$ cat src/hw/conv_cfg.svh
`ifndef CONV_CFG_SVH
`define CONV_CFG_SVH

// Tile geometry
`define TILE_DIM            16
`define MEM_WIDTH           64
`define BF16_WIDTH          16

`define INT8_PER_WORD       (`MEM_WIDTH / 8)

// Memory words that make up one 256-bit buffer line
`define CHUNKS_PER_LINE     ((`TILE_DIM * `BF16_WIDTH) / (`INT8_PER_WORD * `BF16_WIDTH))

`define LOAD_WORDS          ((`TILE_DIM * `TILE_DIM) / `INT8_PER_WORD)   // 32 reads
`define STORE_WORDS         ((`TILE_DIM * `TILE_DIM * `BF16_WIDTH) / `MEM_WIDTH) // 64 writes
`define WORDS_PER_LINE_OUT  ((`TILE_DIM * `BF16_WIDTH) / `MEM_WIDTH)

`define COUNT_WIDTH         6   // Wide enough for the store phase
`define ADDR_WIDTH          16

`endif
$ cat src/hw/conv_pkg.sv
`include "conv_cfg.svh"

package conv_pkg;

    typedef logic signed [7:0] int8_t;

    typedef logic [`BF16_WIDTH-1:0] bf16_t;

    // Eight converted values from one memory word
    typedef logic [`INT8_PER_WORD*`BF16_WIDTH-1:0] chunk_t;

    // One tile row in bfloat16
    typedef logic [`TILE_DIM*`BF16_WIDTH-1:0] line_t;

    typedef logic [`COUNT_WIDTH-1:0] count_t;

    typedef enum logic [1:0] {
        IDLE,
        LOAD,
        STORE,
        DONE
    } tile_state_e;

endpackage

$ cat src/hw/tile_ctrl_if.sv
`timescale 1ns/100ps
`include "conv_cfg.svh"

interface tile_ctrl_if;

    logic                    load_en;    // Memory read phase
    logic                    store_en;   // Result write phase
    logic [`COUNT_WIDTH-1:0] word_count;
    logic                    tile_last;  // Last word of the current phase

    modport fsm (
        output load_en,
        output store_en,
        input  tile_last
    );

    modport counter (
        input  load_en,
        input  store_en,
        output word_count,
        output tile_last
    );

    modport datapath (
        input load_en,
        input store_en,
        input word_count
    );

endinterface

$ cat src/hw/tile_convert_top.sv
`timescale 1ns/100ps
`include "conv_cfg.svh"

module tile_convert_top
    import conv_pkg::*;
(
    input  logic                   clk,
    input  logic                   rst,
    input  logic                   comp_enb,
    output logic                   busy,
    output logic                   done,
    output logic [`ADDR_WIDTH-1:0] mem_addr,
    output logic                   mem_read_enb,
    input  logic [`MEM_WIDTH-1:0]  mem_data_in,
    output logic [`ADDR_WIDTH-1:0] res_addr,
    output logic [`MEM_WIDTH-1:0]  res_data_out,
    output logic                   res_write_enb
);

    line_t      line_data;
    logic [3:0] line_index;
    logic       line_write;

    tile_ctrl_if ctrl ();

    tile_ctrl_fsm u_fsm (
        .clk      (clk),
        .rst      (rst),
        .comp_enb (comp_enb),
        .busy     (busy),
        .done     (done),
        .ctrl     (ctrl.fsm)
    );

    tile_word_counter u_counter (
        .clk  (clk),
        .rst  (rst),
        .ctrl (ctrl.counter)
    );

    line_assembler u_assembler (
        .clk         (clk),
        .rst         (rst),
        .ctrl        (ctrl.datapath),
        .mem_data_in (mem_data_in),
        .line_data   (line_data),
        .line_index  (line_index),
        .line_write  (line_write)
    );

    tile_buffer u_buffer (
        .clk          (clk),
        .line_data    (line_data),
        .line_index   (line_index),
        .line_write   (line_write),
        .ctrl         (ctrl.datapath),
        .res_data_out (res_data_out)
    );

    // One counter serves both address buses
    assign mem_addr      = {{(`ADDR_WIDTH - `COUNT_WIDTH){1'b0}}, ctrl.word_count};
    assign res_addr      = {{(`ADDR_WIDTH - `COUNT_WIDTH){1'b0}}, ctrl.word_count};
    assign mem_read_enb  = ctrl.load_en;
    assign res_write_enb = ctrl.store_en;

endmodule

$ cat src/hw/tile_ctrl_fsm.sv
`timescale 1ns/100ps

module tile_ctrl_fsm
    import conv_pkg::*;
(
    input  logic     clk,
    input  logic     rst,
    input  logic     comp_enb,
    output logic     busy,
    output logic     done,
    tile_ctrl_if.fsm ctrl
);

    tile_state_e state;
    tile_state_e state_next;

    always_ff @(posedge clk) begin
        if (rst)
            state <= IDLE;
        else
            state <= state_next;
    end

    always_comb begin
        state_next = state;
        case (state)
            IDLE: begin
                if (comp_enb)
                    state_next = LOAD;
            end
            LOAD: begin
                if (ctrl.tile_last)
                    state_next = STORE;   // Straight into write-back
            end
            STORE: begin
                if (ctrl.tile_last)
                    state_next = DONE;
            end
            DONE: state_next = IDLE;
            default: state_next = IDLE;
        endcase
    end

    assign ctrl.load_en  = (state == LOAD);
    assign ctrl.store_en = (state == STORE);

    assign busy = (state == LOAD) || (state == STORE);
    assign done = (state == DONE);   // One cycle pulse

    a_phase_excl: assert property (
        @(posedge clk) disable iff (rst)
        !(ctrl.load_en && ctrl.store_en)
    );

endmodule

$ cat src/hw/tile_word_counter.sv
`timescale 1ns/100ps
`include "conv_cfg.svh"

module tile_word_counter
    import conv_pkg::*;
(
    input  logic         clk,
    input  logic         rst,
    tile_ctrl_if.counter ctrl
);

    count_t count;
    logic   active;

    assign active = ctrl.load_en || ctrl.store_en;

    // Holds zero outside a phase and wraps to zero on the last word,
    // so each phase starts at word 0
    always_ff @(posedge clk) begin
        if (rst)
            count <= '0;
        else if (!active || ctrl.tile_last)
            count <= '0;
        else
            count <= count + 1'b1;
    end

    assign ctrl.word_count = count;

    assign ctrl.tile_last = (ctrl.load_en && count == count_t'(`LOAD_WORDS - 1)) ||
                            (ctrl.store_en && count == count_t'(`STORE_WORDS - 1));

    a_load_limit: assert property (
        @(posedge clk) disable iff (rst)
        ctrl.load_en |-> count < `LOAD_WORDS
    );

endmodule

$ cat src/hw/tile_buffer.sv
`timescale 1ns/100ps
`include "conv_cfg.svh"

module tile_buffer
    import conv_pkg::*;
(
    input  logic                  clk,
    input  line_t                 line_data,
    input  logic [3:0]            line_index,
    input  logic                  line_write,
    tile_ctrl_if.datapath         ctrl,
    output logic [`MEM_WIDTH-1:0] res_data_out
);

    line_t      lines [`TILE_DIM];
    logic [3:0] rd_line;
    logic [1:0] rd_slice;

    always_ff @(posedge clk) begin
        if (line_write)
            lines[line_index] <= line_data;
    end

    // Four result words per line, lowest elements first
    assign rd_line  = 4'(ctrl.word_count / `WORDS_PER_LINE_OUT);
    assign rd_slice = 2'(ctrl.word_count % `WORDS_PER_LINE_OUT);

    assign res_data_out = lines[rd_line][rd_slice*`MEM_WIDTH +: `MEM_WIDTH];

endmodule

$ cat src/hw/line_assembler.sv
`timescale 1ns/100ps
`include "conv_cfg.svh"

module line_assembler
    import conv_pkg::*;
(
    input  logic                  clk,
    input  logic                  rst,
    tile_ctrl_if.datapath         ctrl,
    input  logic [`MEM_WIDTH-1:0] mem_data_in,
    output line_t                 line_data,
    output logic [3:0]            line_index,
    output logic                  line_write
);

    chunk_t chunk;       // Converted current word
    chunk_t low_chunk;   // First half of the line being built
    logic   odd_word;

    for (genvar i = 0; i < `INT8_PER_WORD; i++) begin : g_lane
        int8_to_bf16 u_conv (
            .value  (mem_data_in[i*8 +: 8]),
            .result (chunk[i*`BF16_WIDTH +: `BF16_WIDTH])
        );
    end

    assign odd_word = ctrl.word_count[0];

    always_ff @(posedge clk) begin
        if (ctrl.load_en && !odd_word)
            low_chunk <= chunk;
        if (ctrl.load_en && odd_word) begin
            line_data  <= {chunk, low_chunk};   // Lower word goes to the low half
            line_index <= 4'(ctrl.word_count / `CHUNKS_PER_LINE);
        end
    end

    always_ff @(posedge clk) begin
        if (rst)
            line_write <= 1'b0;
        else
            line_write <= ctrl.load_en && odd_word;
    end

    // A line write always trails a load cycle by one
    a_write_after_load: assert property (
        @(posedge clk) disable iff (rst)
        line_write |-> $past(ctrl.load_en)
    );

endmodule

$ cat src/hw/int8_to_bf16.sv
`timescale 1ns/100ps

module int8_to_bf16
    import conv_pkg::*;
(
    input  int8_t value,
    output bf16_t result
);

    localparam logic [7:0] EXP_BIAS = 8'd127;
    localparam bf16_t      BF16_ZERO = 16'h0000;
    localparam bf16_t      BF16_NEG_127 = 16'hC2FE;   // Saturated -128

    logic [6:0] mag;
    logic [2:0] msb_pos;
    logic [7:0] aligned;

    // -128 wraps to zero here but is replaced below
    assign mag = value[7] ? (~value[6:0] + 7'd1) : value[6:0];

    always_comb begin
        msb_pos = 3'd0;
        for (int i = 0; i < 7; i++) begin
            if (mag[i])
                msb_pos = 3'(i);   // Highest set bit wins
        end
    end

    // Leading one moves to bit 7, bits below it form the fraction
    assign aligned = {1'b0, mag} << (3'd7 - msb_pos);

    always_comb begin
        if (value == 8'sh00)
            result = BF16_ZERO;
        else if (value == 8'sh80)
            result = BF16_NEG_127;
        else
            result = {value[7], EXP_BIAS + 8'(msb_pos), aligned[6:0]};
    end

endmodule

$ cat config.mk
export PLATFORM = sky130hd
export DESIGN_NAME = tile_convert_top
export DESIGN_NICKNAME = d
export VERILOG_FILES = /design/src/hw/conv_pkg.sv /design/src/hw/tile_ctrl_if.sv /design/src/hw/tile_convert_top.sv /design/src/hw/tile_ctrl_fsm.sv /design/src/hw/tile_word_counter.sv /design/src/hw/tile_buffer.sv /design/src/hw/line_assembler.sv /design/src/hw/int8_to_bf16.sv
export VERILOG_INCLUDE_DIRS = /design/src /design/src/hw
export SDC_FILE = /design/constraint.sdc
export NUM_CORES = 2
export LEC_CHECK = 0
export BUFFER_PORTS_ARGS = -buffer_cell sky130_fd_sc_hd__buf_2
export CORE_MARGIN = 2
export CORE_UTILIZATION = 48
export DETAILED_ROUTE_END_ITERATION = 7
export GPL_TIMING_DRIVEN = 0
export HOLD_SLACK_MARGIN = 0.02
export PLACE_DENSITY = 0.72
export SETUP_SLACK_MARGIN = 0.5
export SLEW_MARGIN = 20
export SYNTH_ARGS = -nofsm -noshare
export SYNTH_HDL_FRONTEND = slang
export SYNTH_SLANG_ARGS = --single-unit
export TNS_END_PERCENT = 1
$ cat constraint.sdc
create_clock -name clk -period 35.5 [get_ports clk]
set_input_delay 5.325 -clock clk [delete_from_list [all_inputs] [get_ports clk]]
set_output_delay 5.325 -clock clk [all_outputs]
set_load 0.02 [all_outputs]
======== Yosys cells after proc, flatten, opt, wreduce, memory -nomap -nowiden ========
Memory sizes are Yosys's and may differ from the RTL's. A register that Yosys moved wholly into a read port is not among the register bits.
Cells that the tools add are included.
operators by class
  bitwise logic cells ..................... 8
  muxes and demuxes ....................... 79
  add/sub/neg operators ................... 25
  shifts and indexed selects .............. 9
  reductions and logical operators ........ 20
  eq/ne operators ......................... 16
operators with widths
  cell                                            number
  2-to-1 mux 16 bit                               16
  indexed part select 256 x 9 -> 64 bit           1
  2-to-1 mux 3 bit                                40
  adder 7 x 3 -> 8 bit (first input constant)     8
  == test 8 bit (second input constant)           8
  logical NOT 8 bit                               8
  adder 7 x 1 -> 7 bit (second input constant)    8
  2-to-1 mux 7 bit                                8
  NOT 7 bit                                       8
  << shifter 7 x 3 -> 7 bit                       8
  subtractor 3 bit (first input constant)         8
  2-to-1 mux 1 bit                                10
  one-hot mux 2 bit (4 select lines)              1
  adder 6 x 1 -> 6 bit (second input constant)    1
  == test 6 x 5 -> 1 bit (second input constant)  1
  == test 6 bit (second input constant)           1
  2-to-1 mux 2 bit                                3
  inequality test 2 bit (second input constant)   3
  == test 2 bit (second input constant)           2
  logical AND 1 bit                               4
  2-to-1 mux 4 bit                                1
  logical OR 1 bit                                3
  AND reduction 3 bit                             1
  == test 2 x 1 -> 1 bit (second input constant)  1
  other kinds (3)                                 4
storage, ports and cells
  output and inout bits ................... 100
  bits in writable memories ............... 4096
  memories ................................ 1
  bits in registers ....................... 397
memories
  memory          words  bits a word  read ports  clocked after memory_dff  write ports  RTL line           text
  u_buffer.lines  16     256          1           1                         1            tile_buffer.sv:15  line_t lines [`TILE_DIM];

======== Longest topological paths before layout ========
  depth in word-level cells ............... 13
  mapped depth ............................ 12
  mapped depth without buffers ............ 11

======== Cells and area by module ========
A second synthesis with hierarchy kept.
second synthesis, totals
  cell total of the unflattened synthesis .. 7996
  area, all modules ....................... 173904.3 µm²
modules (own cells, without submodules)
  module             times used  cells an instance  area each (µm²)
  tile_buffer        1           6372               154115.3
  line_assembler     1           392                11697.5
  int8_to_bf16       8           145                930.9
  tile_word_counter  1           29                 269.0
  tile_convert_top   1           27                 198.9
  tile_ctrl_fsm      1           16                 176.4

======== Least setup slack after synthesis ========
No wires, ideal clock.
  path type ............................... reg2reg
  start point ............................. register u_assembler.line_index[2]
  end point ............................... memory u_buffer.lines[0][0] (netlist bit) (enable)
  data arrival time ....................... 15990 ps
  data required time ...................... 34418 ps
  clock period less this slack ............ 17072 ps
  cell stages (with the launch flop) ...... 3
  setup slack ............................. 18428 ps
  cell sequence ........................... edfxtp_1 or3b_2 nor3_1
RTL lines
  what                    RTL line              text
  from (decl)             line_assembler.sv:12  output logic [3:0] line_index,
  from (signal assigned)  line_assembler.sv:34  line_index <= 4'(ctrl.word_count / `CHUNKS_PER_LINE);
  to (decl)               tile_buffer.sv:15
Straight into the memory's write port.

==> results by group <==
Run status
  – Status: finished clean

Setup path
  – CP arrival: 6.26 ns
  – Crit end category: output pin
  – Critical Path Fanout Max: 10
  – Worst EP required: 30.17 ns
  – Worst Setup Path Type: flip-flop to output pin
  – Worst Setup Start Kind: flip-flop

Hold path
  – Hold/Removal Path Class: flip-flop to flip-flop

Timing
  – RSZ-0062 raised after global routing: false
  – Final worst-path cycle share: between 30% and 40%
  – Worst rel slew slack: 15.0%
  – Worst Tran Pin Value: 1.27 ns
  – Clk_skew: a little under 0.05 ns
  – Max Clk Rate: 86.3 MHz
  – Final hold vios: 0
  – Slew Viols, Final: 0
  – # setup viols final: 0
  – Crit path time final: 11.58 ns

Drt
  – Vias post-DR: a little under 80,000
  – Wire per inst: 36.2 um
  – Iteration-0 DRC Markers: about 12,000
  – Total wire length: ~420,000 um
  – DR DRC count: 0
  – Vias/cell: approximately 6.6
  – Drt pass-1 iters: 6
  – Post-route antenna net violation count: 0

CTS
  – CTS Sinks: 3,933
  – Setup repair bufs after CTS: 0
  – Resized Gates After CTS: 0
  – Clk buf depth: 4
  – Clk_lat worst skew: 0.92 ns
  – Number of hold buffers added after cts: 0
  – CTS buffer count: 362
  – Clock slew at reported path FFs: roughly 0.07 ns
  – H-Tree Level Count: 5
  – CTS Root Cell: clkbuf_16
  – CTS tree: yes

Synth
  – Synth Instances: roughly 6,400
  – #FFs+latches synth: 3,933
  – Async S/R FF share, synth: 0%
  – Sequential area share after synthesis: about 78%
  – Cell variety after synth: 96
  – EDFF count, synth: 3,924
  – Synth Flop Type: edfxtp_1
  – Synth Area in XOR/XNOR: 0.316%
  – Adder-cell share of the synthesized area: less than 1%
  – Largest family of logic cells by synthesized area: multiplexers
  – Mapped Area: 152,000 um2
  – Syn Area/Cell: 23.9 um2
  – Compound-cell area share of the yosys netlist: roughly 1.4%
  – Simple-Gate Fraction of Synth Area: 1.31%
  – Mux contribution to synthesized area: 17.7%
  – Synth warn: 0

Floorplan
  – Core area: approximately 310,000 um2
  – # rows: 206
  – Initial Utilization: about half
  – Chip Width: 566 um
  – Die area: around 320,000 um2
  – I/O pin cnt: about 170
  – Die height: 566 um

Placement
  – Inst Count DP: roughly 11,000
  – PortBufs: roughly 120
  – Post-DP HPWL: 272,000 um
  – Placed instance area: between 150,000 and 200,000 um2
  – Placer Congestion: 0.875

GRT
  – GRT overflow: 0
  – GR Util All Layers: 26.2%
  – Pin count of the biggest net entering global routing: 40
  – Antenna violations before repair: between 50 and 60
  – First-pass GRT wire length: 587,000 um
  – Vias in the first global route: 75,000

Run
  – Maxcap violations: 0

Cells and area
  – Area grow syn2layout: 15.7%
  – Final core area utilization: between 50% and 60%
  – Post-route cell area: 175,000 um2
  – Commonest cells after routing, fill and taps aside: 3,924 x edfxtp_1, 1,161 x mux4_2, 366 x clkbuf_16
  – Fraction of layout cells with a size suffix above 1: 32.7%
  – Nets: 7,340
  – Final std cells w/o fill: 11,700
  – Most common cell after layout, fill and taps aside: edfxtp_1

Pwr
  – Cell area power density: 56.2 nW/um2
  – Lkg Pwr: 53.7 nW
  – Pwr Total: 9.85 mW
  – VDD IR max: 0.0448 mV
sequential cells by signal, indices dropped and copies added (netlist names):
name                       flops
u_assembler.low_chunk        112
u_fsm.state                    2
u_assembler.line_write         1
u_assembler.line_index         4
u_counter.ctrl.word_count      6
u_assembler.line_data        224
u_buffer.lines              3584
per-layer routing:
| metal | track usage (%) | vias up | wire [um] |
|---|---|---|---|
| li1 | - | 29100 | - |
| met1 | 35.0 | 40600 | 148000 |
| met2 | 41.0 | 6196 | 200000 |
| met3 | 7.31 | 912 | 57400 |
| met4 | 10.3 | 60 | 18500 |
| met5 | 0.461 | - | 598 |
synthesized netlist by cell type, types with 14 or more instances:
master    number  area share, %
buf_4         57           0.28
o21ai_0       81           0.27
ha_1          29           0.24
clkbuf_1     174           0.43
nor2b_1       15          0.062
xor2_1        21           0.12
mux4_2      1161             17
nand2b_1      19          0.078
nand3_1       18          0.059
and2_1        18          0.074
inv_1         45           0.11
mux2i_1       42           0.28
nand2_1      104           0.26
edfxtp_1    3924             78
nor2_1       104           0.26
nor3_1        37           0.12
buf_1         41           0.10
a21oi_1       68           0.22
buf_2         87           0.29
mux2_2        18           0.13
o31ai_1       19          0.094
xnor2_1       30           0.17
o22ai_1       14          0.058
worst max-delay path: stages, from the launching register on:
cell,delay [ns]
dfxtp_1,0.50
buf_2,0.44
buf_2,0.58
clkbuf_1,0.80
clkbuf_1,0.91
mux4_2,0.44
mux4_2,0.48
mux2i_1,0.63
o21ai_0,0.29
buf_2,0.24
logic make-up after synthesis:
| kind of cell | Yosys count |
|---|---|
| multiplexers | 1221 |
| AO/OA/AOI/OAI | 319 |
| flip-flops | 3933 |
| AND/OR/NAND/NOR | 394 |
| other | 1 |
| XOR/XNOR | 53 |
| adder cells (fa/ha/maj) | 29 |
| buffers and inverters | 409 |
final timing paths:
path                                      from                        end  slack, ns  depth (start not counted)
hold / removal       u_assembler.low_chunk[21]  u_assembler.line_data[21]       0.37                          0
setup / recovery  u_counter.ctrl.word_count[3]           res_data_out[19]      23.92                          9
setup reg to reg  u_counter.ctrl.word_count[0]  u_assembler.low_chunk[14]      30.41                          8
hold reg to reg      u_assembler.low_chunk[21]  u_assembler.line_data[21]       0.37                          0
power breakdown:
part	leakage (nW)	internal [mW]	total [mW]	switching, mW
Clock	5.62	2.15	3.83	1.68
Sequential	35.3	5.26	5.38	0.123
Combinational	12.8	0.193	0.635	0.442
final cells by class:
| type | instances | area, um2 |
|---|---|---|
| multi-input cells | 2052 | 32100 |
| clock buffers | 434 | 9420 |
| flip-flops and latches | 3933 | 118000 |
| plain buffers | 363 | 1810 |
| clock inverters | 218 | 2050 |
| diodes | 36 | 90.1 |
| repair buffers | 486 | 6610 |
| well taps | 4160 | 5200 |
| fillers | 21800 | 139000 |
| inverters | 46 | 173 |
stage by stage:
stage | setup slack, ns | TNS (ns) | hold WS (ns)
3_5_place_dp | 24.92 | 0 | 0.405
3_3_place_gp | -2.07 | -1328.99 | 0.401
6_report | 23.92 | 0 | 0.374
5_1_grt | 23.97 | 0 | 0.392
2_1_floorplan | 18.43 | 0 | 0.400
4_1_cts | 23.90 | 0 | 0.372
No activity file was read; power rests on OpenSTA's default activity.
